[src/verilog/tm_qm_types_pkg.sv]
package tm_qm_types_pkg;

	// Queue id width, 16 first-level queues by default.
	parameter int QID_W = 4;

	// Number of queues addressed by a qid_t.
	parameter int NUM_QUEUES = 1 << QID_W;

	// A queue id as carried by the enqueue and dequeue requests.
	typedef logic [QID_W-1:0] qid_t;

	// Depth of one queue.
	// It has the same width as the id, so a queue holds at most 2^QID_W - 1 entries.
	typedef logic [QID_W-1:0] depth_t;

	// Largest depth a queue can reach.
	parameter depth_t DEPTH_MAX = '1;

endpackage

[src/verilog/tm_qm_msg_pkg.sv]
package tm_qm_msg_pkg;

	import tm_qm_types_pkg::*;

	// Request from the egress processor (enqueue) or the scheduler (dequeue).
	typedef struct packed {
		logic req; // Single-cycle pulse.
		qid_t qid; // Queue the request targets.
	} enq_cmd_t;

	// Response to one request.
	typedef struct packed {
		logic ack;  // Single-cycle pulse.
		logic flag; // Valid with ack only.
	} qm_resp_t;

	// RAM initialisation sequence after reset.
	typedef enum logic [1:0] {
		INIT_IDLE  = 2'd0,
		INIT_CLEAR = 2'd1,
		INIT_DONE  = 2'd2
	} init_state_e;

endpackage

[src/verilog/tm_qm_init_ctrl.sv]
`timescale 1ns/1ps

module tm_qm_init_ctrl
	import tm_qm_types_pkg::*;
	import tm_qm_msg_pkg::*;
(
	input  logic clk,
	input  logic rst_n,
	output logic init_wr,
	output qid_t init_addr,
	output logic ready
);

	init_state_e state;
	init_state_e state_nxt;

	always_comb begin
		state_nxt = state;
		case (state)
			INIT_IDLE: state_nxt = INIT_CLEAR;
			INIT_CLEAR: begin
				if (&init_addr) // Last address is written in this cycle.
					state_nxt = INIT_DONE;
			end
			INIT_DONE: state_nxt = INIT_DONE;
			default: state_nxt = INIT_IDLE;
		endcase
	end

	always_ff @(posedge clk or negedge rst_n) begin
		if (!rst_n) begin
			state <= INIT_IDLE;
		end else begin
			state <= state_nxt;
		end
	end

	// Sweep address, one entry per cycle while clearing.
	always_ff @(posedge clk or negedge rst_n) begin
		if (!rst_n) begin
			init_addr <= '0;
		end else if (init_wr) begin
			init_addr <= init_addr + 1'b1; // Wraps back to zero after the last entry.
		end
	end

	assign init_wr = (state == INIT_CLEAR);
	assign ready   = (state == INIT_DONE); // Stays high until the next reset.

endmodule

[src/verilog/tm_qm_enq_fifo.sv]
`timescale 1ns/1ps

module tm_qm_enq_fifo
	import tm_qm_types_pkg::*;
#(
	parameter int QID_W          = tm_qm_types_pkg::QID_W,
	parameter int ENQ_FIFO_DEPTH = 4
) (
	input  logic clk,
	input  logic rst_n,
	input  logic wr,
	input  qid_t din,
	input  logic rd,
	output qid_t dout,
	output logic empty
);

	localparam int PTR_W = (ENQ_FIFO_DEPTH > 1) ? $clog2(ENQ_FIFO_DEPTH) : 1;
	localparam int CNT_W = $clog2(ENQ_FIFO_DEPTH + 1);

	logic [QID_W-1:0] mem [ENQ_FIFO_DEPTH];

	logic [PTR_W-1:0] wptr;
	logic [PTR_W-1:0] rptr;
	logic [CNT_W-1:0] count;
	logic             full;
	logic             push;
	logic             pop;

	assign full  = (count == CNT_W'(ENQ_FIFO_DEPTH));
	assign empty = (count == '0);
	assign push  = wr & ~full;
	assign pop   = rd & ~empty;

	// Head entry falls through to the output.
	assign dout = mem[rptr];

	always_ff @(posedge clk) begin
		if (push)
			mem[wptr] <= din;
	end

	always_ff @(posedge clk or negedge rst_n) begin
		if (!rst_n) begin
			wptr  <= '0;
			rptr  <= '0;
			count <= '0;
		end else begin
			if (push)
				wptr <= (wptr == PTR_W'(ENQ_FIFO_DEPTH - 1)) ? '0 : wptr + 1'b1;
			if (pop)
				rptr <= (rptr == PTR_W'(ENQ_FIFO_DEPTH - 1)) ? '0 : rptr + 1'b1;
			// Simultaneous push and pop leave the count as it is.
			if (push && !pop)
				count <= count + 1'b1;
			else if (pop && !push)
				count <= count - 1'b1;
		end
	end

endmodule

[src/verilog/tm_qm_depth_ram.sv]
`timescale 1ns/1ps

module tm_qm_depth_ram
	import tm_qm_types_pkg::*;
#(
	parameter int QID_W = tm_qm_types_pkg::QID_W
) (
	input  logic   clk,
	input  logic   wr,
	input  qid_t   waddr,
	input  qid_t   raddr,
	input  depth_t din,
	output depth_t dout
);

	// One depth per queue, cleared by the init sweep.
	depth_t mem [1 << QID_W];

	always_ff @(posedge clk) begin
		if (wr)
			mem[waddr] <= din;
	end

	// Registered read, old data on a same-address write.
	always_ff @(posedge clk) begin
		dout <= mem[raddr];
	end

endmodule

[src/verilog/tm_qm_depth.sv]
`timescale 1ns/1ps

module tm_qm_depth
	import tm_qm_types_pkg::*;
	import tm_qm_msg_pkg::*;
#(
	parameter int QID_W = tm_qm_types_pkg::QID_W
) (
	input  logic     clk,
	input  logic     rst_n,

	input  enq_cmd_t enq,
	input  enq_cmd_t deq,

	input  logic     init_wr,
	input  qid_t     init_addr,

	output qm_resp_t enq_resp,
	output qm_resp_t deq_resp,

	output logic     fifo_wr,
	output qid_t     fifo_din,
	output logic     fifo_rd,
	input  logic     fifo_empty,
	input  qid_t     fifo_dout,

	output logic     ram_wr,
	output qid_t     ram_waddr,
	output qid_t     ram_raddr,
	output depth_t   ram_wdata,
	input  depth_t   ram_dout
);

	// Stage 1 holds the registered requests and drives the RAM read address.
	enq_cmd_t enq_d1;
	enq_cmd_t deq_d1;

	// Stage 2 sees the RAM data and computes the new depth.
	logic     deq_d2;
	logic     rd_d1;
	qid_t     raddr_d1;
	logic     stage2_vld;
	depth_t   old_depth;
	depth_t   new_depth;

	// Write stage and the write before it, both usable for forwarding.
	logic     wr_q;
	qid_t     waddr_q;
	depth_t   wdata_q;
	depth_t   wdata_q2;
	logic [1:0] fwd_sel; // Bit 0 selects wdata_q, bit 1 wdata_q2.

	logic     enq_ack;
	logic     enq_flag;
	logic     deq_ack;
	logic     deq_flag;

	// Enqueues go through the latency FIFO.
	assign fifo_wr  = enq_d1.req;
	assign fifo_din = enq_d1.qid;

	// The FIFO head only gets the read port when stage 1 has no dequeue.
	assign fifo_rd   = ~deq_d1.req & ~fifo_empty;
	assign ram_raddr = deq_d1.req ? deq_d1.qid : fifo_dout;

	assign stage2_vld = deq_d2 | rd_d1;

	// Newest in-flight write first, then the one reaching the RAM this cycle.
	always_comb begin
		if (fwd_sel[0])
			old_depth = wdata_q;
		else if (fwd_sel[1])
			old_depth = wdata_q2;
		else
			old_depth = ram_dout;
	end

	assign new_depth = deq_d2 ? depth_t'(old_depth - 1'b1) : depth_t'(old_depth + 1'b1);

	// Sweep writes take the port while the RAM is being cleared.
	assign ram_wr    = init_wr | wr_q;
	assign ram_waddr = init_wr ? init_addr : waddr_q;
	assign ram_wdata = init_wr ? {QID_W{1'b0}} : wdata_q;

	assign enq_resp = '{ack: enq_ack, flag: enq_flag};
	assign deq_resp = '{ack: deq_ack, flag: deq_flag};

	always_ff @(posedge clk or negedge rst_n) begin
		if (!rst_n) begin
			enq_d1  <= '0;
			deq_d1  <= '0;
			deq_d2  <= 1'b0;
			rd_d1   <= 1'b0;
			wr_q    <= 1'b0;
			enq_ack <= 1'b0;
			deq_ack <= 1'b0;
		end else begin
			enq_d1  <= enq;
			deq_d1  <= deq;
			deq_d2  <= deq_d1.req;
			rd_d1   <= fifo_rd;
			wr_q    <= stage2_vld; // Every event writes back its new depth.
			enq_ack <= rd_d1;
			deq_ack <= deq_d2;
		end
	end

	always_ff @(posedge clk) begin
		raddr_d1 <= ram_raddr;
		waddr_q  <= raddr_d1;
		wdata_q  <= new_depth;
		wdata_q2 <= wdata_q;

		// The stage 2 event is written one cycle after the read that follows it.
		fwd_sel[0] <= stage2_vld & (raddr_d1 == ram_raddr);
		// A write on the same edge as the read is not seen by the RAM output.
		fwd_sel[1] <= wr_q & (waddr_q == ram_raddr);

		enq_flag <= (old_depth == '0);         // Queue was empty.
		deq_flag <= (old_depth > depth_t'(1)); // Queue keeps an entry after this one.
	end

endmodule

[src/verilog/tm_qm_top.sv]
`timescale 1ns/1ps

module tm_qm_top
	import tm_qm_types_pkg::*;
	import tm_qm_msg_pkg::*;
#(
	parameter int QID_W          = tm_qm_types_pkg::QID_W,
	parameter int ENQ_FIFO_DEPTH = 4
) (
	input  logic     clk,
	input  logic     rst_n,
	input  enq_cmd_t enq,
	input  enq_cmd_t deq,
	output qm_resp_t enq_resp,
	output qm_resp_t deq_resp,
	output logic     ready
);

	logic   init_wr;
	qid_t   init_addr;

	logic   fifo_wr;
	logic   fifo_rd;
	logic   fifo_empty;
	qid_t   fifo_din;
	qid_t   fifo_dout;

	logic   ram_wr;
	qid_t   ram_waddr;
	qid_t   ram_raddr;
	depth_t ram_wdata;
	depth_t ram_dout;

	tm_qm_init_ctrl u_init_ctrl (
		.clk       (clk),
		.rst_n     (rst_n),
		.init_wr   (init_wr),
		.init_addr (init_addr),
		.ready     (ready)
	);

	tm_qm_enq_fifo #(
		.QID_W          (QID_W),
		.ENQ_FIFO_DEPTH (ENQ_FIFO_DEPTH)
	) u_enq_fifo (
		.clk   (clk),
		.rst_n (rst_n),
		.wr    (fifo_wr),
		.din   (fifo_din),
		.rd    (fifo_rd),
		.dout  (fifo_dout),
		.empty (fifo_empty)
	);

	tm_qm_depth_ram #(
		.QID_W (QID_W)
	) u_depth_ram (
		.clk   (clk),
		.wr    (ram_wr),
		.waddr (ram_waddr),
		.raddr (ram_raddr),
		.din   (ram_wdata),
		.dout  (ram_dout)
	);

	tm_qm_depth #(
		.QID_W (QID_W)
	) u_depth (
		.clk        (clk),
		.rst_n      (rst_n),
		.enq        (enq),
		.deq        (deq),
		.init_wr    (init_wr),
		.init_addr  (init_addr),
		.enq_resp   (enq_resp),
		.deq_resp   (deq_resp),
		.fifo_wr    (fifo_wr),
		.fifo_din   (fifo_din),
		.fifo_rd    (fifo_rd),
		.fifo_empty (fifo_empty),
		.fifo_dout  (fifo_dout),
		.ram_wr     (ram_wr),
		.ram_waddr  (ram_waddr),
		.ram_raddr  (ram_raddr),
		.ram_wdata  (ram_wdata),
		.ram_dout   (ram_dout)
	);

endmodule

[config.mk]
export PLATFORM = sky130hd
export DESIGN_NAME = tm_qm_top
export DESIGN_NICKNAME = d
export VERILOG_FILES = /design/src/verilog/tm_qm_types_pkg.sv /design/src/verilog/tm_qm_msg_pkg.sv /design/src/verilog/tm_qm_init_ctrl.sv /design/src/verilog/tm_qm_enq_fifo.sv /design/src/verilog/tm_qm_depth_ram.sv /design/src/verilog/tm_qm_depth.sv /design/src/verilog/tm_qm_top.sv
export SDC_FILE = /design/constraint.sdc
export NUM_CORES = 1
export LEC_CHECK = 0
export ABC_AREA = 0
export ABC_CLOCK_PERIOD_IN_PS = 3300
export BUFFER_PORTS_ARGS = -buffer_cell sky130_fd_sc_hd__buf_2
export CAP_MARGIN = 20
export CORE_MARGIN = 5
export CORE_UTILIZATION = 35
export CTS_CLUSTER_DIAMETER = 80
export CTS_CLUSTER_SIZE = 10
export DETAILED_ROUTE_END_ITERATION = 8
export PLACE_DENSITY = 0.53
export SLEW_MARGIN = 40
export SYNTH_ARGS = -nofsm -noshare
export SYNTH_HDL_FRONTEND = slang
export SYNTH_HIERARCHICAL = 1
export SYNTH_SLANG_ARGS = --single-unit
[constraint.sdc]
create_clock -name clk -period 3.3 [get_ports clk]
set_input_delay 0.33 -clock clk [delete_from_list [all_inputs] [get_ports clk]]
set_output_delay 0.33 -clock clk [all_outputs]
set_load 0.02 [all_outputs]
Yosys cells after proc, flatten, opt, wreduce, memory -nomap -nowiden --
Memories as Yosys holds them, arrays and structs flattened. A register that Yosys moved wholly into a read port is not among the register bits. Index checks and enable logic that the tools add are counted.
Storage, ports and cells: register bits 48, memory bits (writable) 80, bits of input ports 12, output and inout port bits 5, word-level logic and storage cells 74, memories 2
Operators by class: $add $sub $neg 7, order comparisons 1, eq/ne operators 8, muxes and demuxes 16, bitwise operators 10, reductions and logical operators 9
Memories:
- u_depth_ram.mem | words 16, bits a word 4, read ports 1, clocked after Yosys merged registers in 1, wr ports 1, RTL line tm_qm_depth_ram.sv:17 | depth_t mem [1 << QID_W];
- u_enq_fifo.mem | words 4, bits a word 4, read ports 1, clocked after Yosys merged registers in 0, wr ports 1, RTL line tm_qm_enq_fifo.sv:21 | logic [QID_W-1:0] mem [ENQ_FIFO_DEPTH];
Operators with widths (count):
- $mux W4 | 6
- $add A4 B1 Y4 const B | 2
- $eq A4 B4 Y1 | 2
- $eq A2 B2 Y1 const B | 3
- $mux W2 | 3
- $mux W3 | 2
- $pmux W2 S3 | 1
- $and A1 B1 Y1 | 5
- $add A2 B1 Y2 const B | 2
- $gt A4 B1 Y1 const B | 1
- $logic_not A4 Y1 | 1
- $mux W1 | 4
- $reduce_and A4 Y1 | 1
- $sub A4 B1 Y4 const B | 1
- $add A3 B1 Y3 const B | 1
- $eq A3 B3 Y1 const B | 1
- $logic_not A3 Y1 | 1
- $not A1 Y1 | 3
- $sub A3 B1 Y3 const B | 1
- $eq A2 B1 Y1 const B | 1
- $logic_and A1 B1 Y1 | 2
- $logic_not A1 Y1 | 2
- $logic_not A2 Y1 | 1
- $ne A2 B2 Y1 const B | 1
- other kinds (2) | 3

Logic depth before layout (Yosys ltp) --
Gate-level depths: netlist of run 1.
depth after elaboration 7, depth in mapped cells 9, depth with buffers taken out 9

Cells and area by module --
The synthesis of run 1 kept the hierarchy.
By module, submodules not included:
- tm_qm_depth_ram | times used 1, cells each 130, area each 2666.3 sq um, seq. area each 2001.9 sq um
- tm_qm_depth | times used 1, cells each 99, area each 1287.5 sq um, seq. area each 775.7 sq um
- tm_qm_enq_fifo | times used 1, cells each 57, area each 1032.2 sq um, seq. area each 655.6 sq um
- tm_qm_init_ctrl | times used 1, cells each 28, area each 344.1 sq um, seq. area each 150.1 sq um

Least setup slack after synthesis of run 1 --
Ideal clock, no wire load.
kind reg-to-reg, start point register u_init_ctrl.state[1], end point memory u_depth_ram/mem[0][0] (netlist name) (enable), library setup time 0.361 ns, arrival time 2.117 ns, data required time 2.939 ns, path slack 0.822 ns, stages on the path, launching flop included 7, buffers on the path 1, clock period less this slack 2.478 ns, cell sequence dfrtp_1 inv_1 ha_1 clkbuf_1 mux2_2 or3b_2 nor3_1
On the way: elaborated cells between the ends (all ways) 5, classes of those cells eq/ne: 1; mux: 3; bitwise: 1
RTL lines:
- from (decl) | RTL line tm_qm_init_ctrl.sv:14 | init_state_e state;
- from (signal assigned) | RTL line tm_qm_init_ctrl.sv:34 | state <= state_nxt;
- $eq A2 B1 Y1 | RTL line tm_qm_init_ctrl.sv:47 | assign init_wr = (state == INIT_CLEAR);
- named net init_wr | RTL line tm_qm_top.sv:19 | logic init_wr;
- $mux W4 | RTL line tm_qm_depth.sv:82 | assign ram_waddr = init_wr ? init_addr : waddr_q;
- named net ram_waddr[2] | RTL line tm_qm_top.sv:29 | qid_t ram_waddr;
- to (decl) | RTL line tm_qm_depth_ram.sv:17
The timed path passes the listed nets, and every way through them passes these cells.

Worst setup path after layout of run 1 --
start point register u_enq_fifo.rptr[0], end point register u_depth_ram.dout[2] (read register of u_depth_ram.mem)
On the way: cells in the longest elaborated chain, start to end 2
RTL lines:
- from (decl) | RTL line tm_qm_enq_fifo.sv:24 | logic [PTR_W-1:0] rptr;
- from (signal assigned) | RTL line tm_qm_enq_fifo.sv:52 | rptr <= (rptr == PTR_W'(ENQ_FIFO_DEPTH - 1)) ? '0 : rptr + 1'b1;
- $mem_v2 Z4 W4
- named net fifo_dout[0] | RTL line tm_qm_top.sv:26 | qid_t fifo_dout;
- $mux W4 | RTL line tm_qm_depth.sv:64 | assign ram_raddr = deq_d1.req ? deq_d1.qid : fifo_dout;
- named net ram_raddr[0] | RTL line tm_qm_top.sv:30 | qid_t ram_raddr;
- to (decl) | RTL line tm_qm_depth_ram.sv:13 | output depth_t dout
The timed path passes the listed nets, and every way through them passes these cells. A chain may end at the register's enable or synchronous reset.

==> metrics, run 1 <==
CP max stage delay 0.62 ns; postcts setup bufs 0; Inserted Diodes 0; Post-synth EDFFs 80; Power Density a little over 900 mW/mm^2; Syn Nets 341; max reg flops 64; final worst path period need 3.06 ns; Slew Limit Headroom 0.534; Largest regs u_depth_ram/mem (64), u_enq_fifo/mem (16), u_depth/deq_d1 (5); crit path kind flop to flop; CTS max path bufs 2; CTS Buf Count 17; Hold Startpoint enq[0]; commonest non-fill, non-tap cell in the layout edfxtp_1; WHS Endpoint u_depth/fifo_din[0]$_DFF_PN0_; GRT Overall Usage 0.111; CP Launch Type flop; max_cap viols 0; crit path DAT between 3 and 4 ns; drt first-iter violations 186; Hold WS approximately 0.027 ns; crit path cell chain mux4_2, mux2i_1, clkinvlp_4, mux4_1, a22oi_1, nand3_1; deepest level of the CTS H-tree 4; Top reg by flops u_depth_ram/mem; fin. max-slew vios 0; Routed WL per cell about 17 um; Final Hold Fails 0; fraction of layout cells with a size suffix above 1 0.247; core footprint around 0.015 mm^2; Die ar. 0.0178 mm^2; endpoint type of the worst setup path flop; FF-to-FF Start u_enq_fifo/rptr[0]$_DFFE_PN0P_; CTS tree built; design area between 0.006 and 0.007 mm^2; hold crit path type input pin to flop; R2R Setup Slk approximately 0.24 ns; first-pass GRT wire length 14.9 mm; die width 133 um; Worst Skew 0.00781 ns; GP Congestion 0.766; Unique masters post-synth 44; Post-Place Cells 512; IR Drop Worst-Case VDD about 0.41 mV; critical path fanouts, max 17; via/cell ratio about 4.8; remaining antenna violation count 0; Syn. warnings 6; most frequent cells in the layout edfxtp_1, dfrtp_1, dfxtp_1; Peak Freq 0.327 GHz; Top FF cell, synth edfxtp_1; Final #Nets 374; IO buf count 16; Root Driver clkbuf_16; CTS sink count between 100 and 150; initial antenna violation count 0; Synth async-reset ratio 0.212; register bit total from synthesis 132; GR Overflow Total 0; CTS clock-pin slew for the worst setup and hold paths around 0.060 ns; # IOs 17; HPWL after DPL 6.30 mm; dpl cell area about 0.0056 mm^2; clk_lat worst skew between 0.4 and 0.5 ns; WP buf/inv 1; WHS Path Cells 1; Cells after Synth around 310; largest net degree at the start of global routing 29; final std cells w/o fill 548; P_leak 2.35 nW; FF-to-FF End u_depth_ram/dout[2]$_DFF_P_; WP data required between 3 and 4 ns; routed vias between 2000 and 3000; worst slew pin tran about 0.7 ns; Final period util 0.927; Initial Utilization 0.353; Die Span Y approximately 130 um; register area share after synthesis 0.672; DRC Markers 0; # rows 45; CP top delay family multiplexers; first drt pass iteration count 4; Setup TNS 0 ns; final wirelength 9.10 mm; R2R cell count 6; outcome complete, no violations; Post-Synthesis Cell Area about 0.0053 mm^2; vias in the first global route 2801; Setup-failing EPs final 0; Syn-to-layout area delta 17.1%; Avg Cell Area, Syn 17.0 um^2; CP max-delay cell mux4_1
-- layout make-up --
type | count | area (um^2)
clock buffers | 17 | 425
clock inverters | 15 | 181
fillers | 1346 | 8850
inverters | 11 | 45.0
multi-input cells | 158 | 1600
flip-flops and latches | 132 | 3580
well taps | 188 | 235
repair buffers | 27 | 173
-- worst max path at each step --
| stage | startpoint | end | depth (start not counted) |
|---|---|---|---|
| floorplan | u_init_ctrl/state[1]$_DFFE_PN0P_ | u_depth_ram/mem[0][0]$_DFFE_PP_ | 6 |
| global placement | u_enq_fifo/rptr[0]$_DFFE_PN0P_ | u_depth_ram/dout[0]$_DFF_P_ | 6 |
| detailed placement | u_enq_fifo/rptr[0]$_DFFE_PN0P_ | u_depth_ram/dout[2]$_DFF_P_ | 6 |
| CTS | u_enq_fifo/rptr[0]$_DFFE_PN0P_ | u_depth_ram/dout[2]$_DFF_P_ | 6 |
| global route | u_enq_fifo/rptr[0]$_DFFE_PN0P_ | u_depth_ram/dout[2]$_DFF_P_ | 6 |
| finish | u_enq_fifo/rptr[0]$_DFFE_PN0P_ | u_depth_ram/dout[2]$_DFF_P_ | 6 |
-- metrics by stage --
step | util | worst slack [ns] | power (mW)
finish | 0.414 | 0.241 | 5.67
global route | 0.414 | -0.0126 | 6.00
detailed placement | 0.370 | 0.398 | 3.82
CTS | 0.413 | 0.378 | 5.75
global placement | 0.370 | 0.477 | 3.78
floorplan | - | 0.822 | 3.47
-- power breakdown --
part           internal [mW]  total (mW)  switching (mW)
combinational          0.628        1.36           0.732
clock                   1.19        1.90           0.712
sequential              2.21        2.40           0.193
-- worst reg2reg max path, stage by stage, from the launching register on --
cell and delay, ns:
dfrtp_1 0.52, mux4_2 0.54, mux2i_1 0.40, clkinvlp_4 0.55
mux4_1 0.64, a22oi_1 0.20, nand3_1 0.09
-- layer usage --
| layer | vias to the layer above | track usage | wire [um] |
|---|---|---|---|
| met1 | 1334 | 0.144 | 4110 |
| met4 | 0 | 0.0577 | 180 |
| met3 | 13 | 0.0336 | 473 |
| met2 | 66 | 0.168 | 4330 |
| li1 | 1238 | - | - |
| met5 | - | 0 | 0 |
-- cells by family (layout without fill, tap and decap cells) --
| logic type | after synthesis | after routing | share of synthesized area |
|---|---|---|---|
| AOI/OAI and AO/OA | 9 | 9 | 0.0157 |
| xor gates and xnor gates | 17 | 17 | 0.0279 |
| adders and majority gates | 15 | 15 | 0.0366 |
| buffers and inverters | 24 | 70 | 0.0279 |
| DFF | 132 | 132 | 0.672 |
| muxes | 43 | 43 | 0.144 |
| and+or+nand+nor | 74 | 74 | 0.0754 |
-- what timing repair did --
action,4_1_cts,5_1_grt
hold buffers,4,0
gates resized for setup,0,1
hold endpoints to repair,31,0
setup endpoints to repair,0,4
-- cell usage after synthesis, drive strengths merged (4+ instances only) --
master	instances	area, um^2
xnor2	10	87.6
nand2b	5	43.8
clkbuf	4	25.0
dfrtp	28	701
inv	11	41.3
buf	9	82.6
edfxtp	80	2400
nand2	11	41.3
mux2i	10	108
and2	5	31.3
mux4	20	503
nor3	5	30.0
nor2b	6	37.5
xor2	7	61.3
nor2	19	73.8
a22oi	4	30.0
nand3	9	45.0
dfxtp	24	480
ha	14	175
nand4	4	25.0
mux2	13	158
No activity file was read; power rests on OpenSTA's default activity.
==> run 2: changes to the inputs <==
CORE_ASPECT_RATIO = 0.8   (was default)
SLEW_MARGIN = 20   (was 40)
==> run 2 against run 1 <==
Final area fell by 0.96%. Wire length grew 3.8%. Critical path depth rose by 1. Global-route usage rose by 0.48 points. Register-to-register slack improved by 0.47 ns. Fmax grew 18%. Non-clock buffer count fell by 5. Die area about the same. Via count fell by 2.3%. Combinational power barely moved. Clock-buffer cell count unchanged. First-iteration DRC count fell by 23%.
==> metrics, run 2 (synthesis gave the netlist of run 1 again) <==
outcome complete, no violations; Final period util 0.786; multi-input combinational cell area 0.00160 mm^2; Critical path origin u_enq_fifo/rptr[0]$_DFFE_PN0P_; max reg flops between 60 and 70; CP Launch Type flop; FF-to-FF Start u_enq_fifo/rptr[0]$_DFFE_PN0P_; Routed WL per cell 17.4 um; core footprint between 0.01 and 0.015 mm^2; CTS max path bufs 2; setup slack after layout about 0.71 ns; endpoint type of the worst setup path flop; deepest level of the CTS H-tree 4; initial antenna violation count 0; GR Overflow Total 0; fin. max-slew vios 0; Seq pwr share 0.429; largest net degree at the start of global routing 29; HPWL after DPL 6.38 mm; pre-CTS WS about 0.70 ns; Final #Nets 369; CTS Buf Count 17; drt first-iter violations around 140; Largest regs u_depth_ram/mem (64), u_enq_fifo/mem (16), u_depth/deq_d1 (5); DRC Markers 0; P_leak roughly 2.3 nW; Hold Startpoint deq[4]; max_cap viols 0; via/cell ratio ~4.8; critical path fanouts, max 17; register area ~0.0036 mm^2; die width roughly 150 um; commonest non-fill, non-tap cell in the layout edfxtp_1; Die Span Y 120 um; R2R cell count 7; Setup-failing EPs final 0; first drt pass iteration count 4; Setup TNS 0 ns; Worst Skew between 0.007 and 0.008 ns; Pint 4.00 mW; hold buffer count at cts 1; final worst path period need around 2.6 ns; CP max stage delay around 0.54 ns; Peak Freq around 0.39 GHz; Hold WS between 0.02 and 0.025 ns; GRT Overall Usage 0.116; worst slew pin tran ~0.7 ns; # IOs 17; CTS clock-pin slew for the worst setup and hold paths 0.06 ns; routed vias 2590; clock power share 0.332; Syn-to-layout area delta 16.0%; fraction of layout cells with a size suffix above 1 0.239; most frequent cells in the layout edfxtp_1, dfrtp_1, dfxtp_1; hold crit path type input pin to flop; vias in the first global route about 2700; # resized after CTS 0; GP Congestion about 0.75; final wirelength approximately 9.4 mm; # rows 40; crit path cell chain mux4_2, mux2i_1, inv_1, buf_4, mux4_1, a22oi_1, nand3_1; Inserted Diodes 0; WP data required 3.59 ns; Root Driver clkbuf_16; Die ar. ~0.018 mm^2; crit path kind flop to flop; Power Density a little over 900 mW/mm^2; WHS Path Cells 1; filler cell count roughly 1300; CTS sink count 132; Initial Utilization 0.356; Slew Limit Headroom 0.535; NetSw roughly 1.6 mW; postcts setup bufs 0; Final Hold Fails 0; remaining antenna violation count 0; IR Drop Worst-Case VDD about 0.36 mV; CTS tree built; Top reg by flops u_depth_ram/mem; clk_lat worst skew 0.41 ns; switch share 0.286; first-pass GRT wire length 15.2 mm; unrepaired setup endpoints after global routing no; IO buf count 16; Gate power share 0.239; crit path DAT 2.88 ns; CP max-delay cell mux4_2
-- run 2: changes by cell type in the layout (fill, tap and decap cells not counted), sizes merged --
cell | before | now
clkinvlp | 6 | 4
clkinv | 5 | 7
buf | 23 | 21
dlygate4sd3 | 4 | 1
-- run 2: critical path: cells and delay by family (launching register included) --
family / cells / cell delay, ns
multiplexers: 3 / 1.33
flip-flops: 1 / 0.52
buffers and inverters: 2 / 0.30
AO/OA/AOI/OAI: 1 / 0.20
AND/OR/NAND/NOR: 1 / 0.11
-- run 2: power groups by stage --
| stage | combinational (mW) | clock (mW) | sequential, mW |
|---|---|---|---|
| final | 1.34 | 1.86 | 2.41 |
| after global routing | 1.51 | 1.98 | 2.45 |
| after CTS | 1.36 | 1.90 | 2.42 |
| after detailed placement | 1.36 | 0 | 2.45 |
| after global placement | 1.33 | 0 | 2.44 |
| after floorplan | 1.11 | 0 | 2.36 |
-- run 2: final timing paths --
path,end,slack (ns)
max in group asynchronous,u_init_ctrl/state[1]$_DFFE_PN0P_,2.40
min in group asynchronous,u_enq_fifo/wptr[0]$_DFFE_PN0P_,0.48
worst max-delay path,u_depth_ram/dout[1]$_DFF_P_,0.71
worst max register to register,u_depth_ram/dout[1]$_DFF_P_,0.71
worst min register to register,u_depth/waddr_q[3]$_DFF_P_,0.37
worst min-delay path,u_depth/deq_d1[4]$_DFF_PN0_,0.02
-- run 2: per-layer routing --
metal | track usage | wire [um] | up-vias
li1 | - | - | 1226
met1 | 0.160 | 4540 | 1300
met2 | 0.169 | 4310 | 55
met3 | 0.0375 | 471 | 9
met4 | 0.0456 | 126 | 0
met5 | 0 | 0 | -
-- run 2: through the flow --
step            util  instances  power [mW]  instance area (um^2)
6_report       0.413        544        5.61                  6180
5_1_grt        0.413        544        5.94                  6180
4_1_cts        0.413        544        5.68                  6180
3_5_place_dp   0.373        511        3.81                  5580
3_3_place_gp   0.373        511        3.77                  5580
2_1_floorplan      -        314        3.47                  5330
-- run 2: layout make-up --
class | count | share of cell area
Clock buffer | 17 | 0.0688
Inverter | 11 | 0.00668
Sequential cell | 132 | 0.580
Timing Repair Buffer | 22 | 0.0206
Clock inverter | 15 | 0.0265
Tap cell | 189 | 0.0383
Multi-Input combinational cell | 158 | 0.259
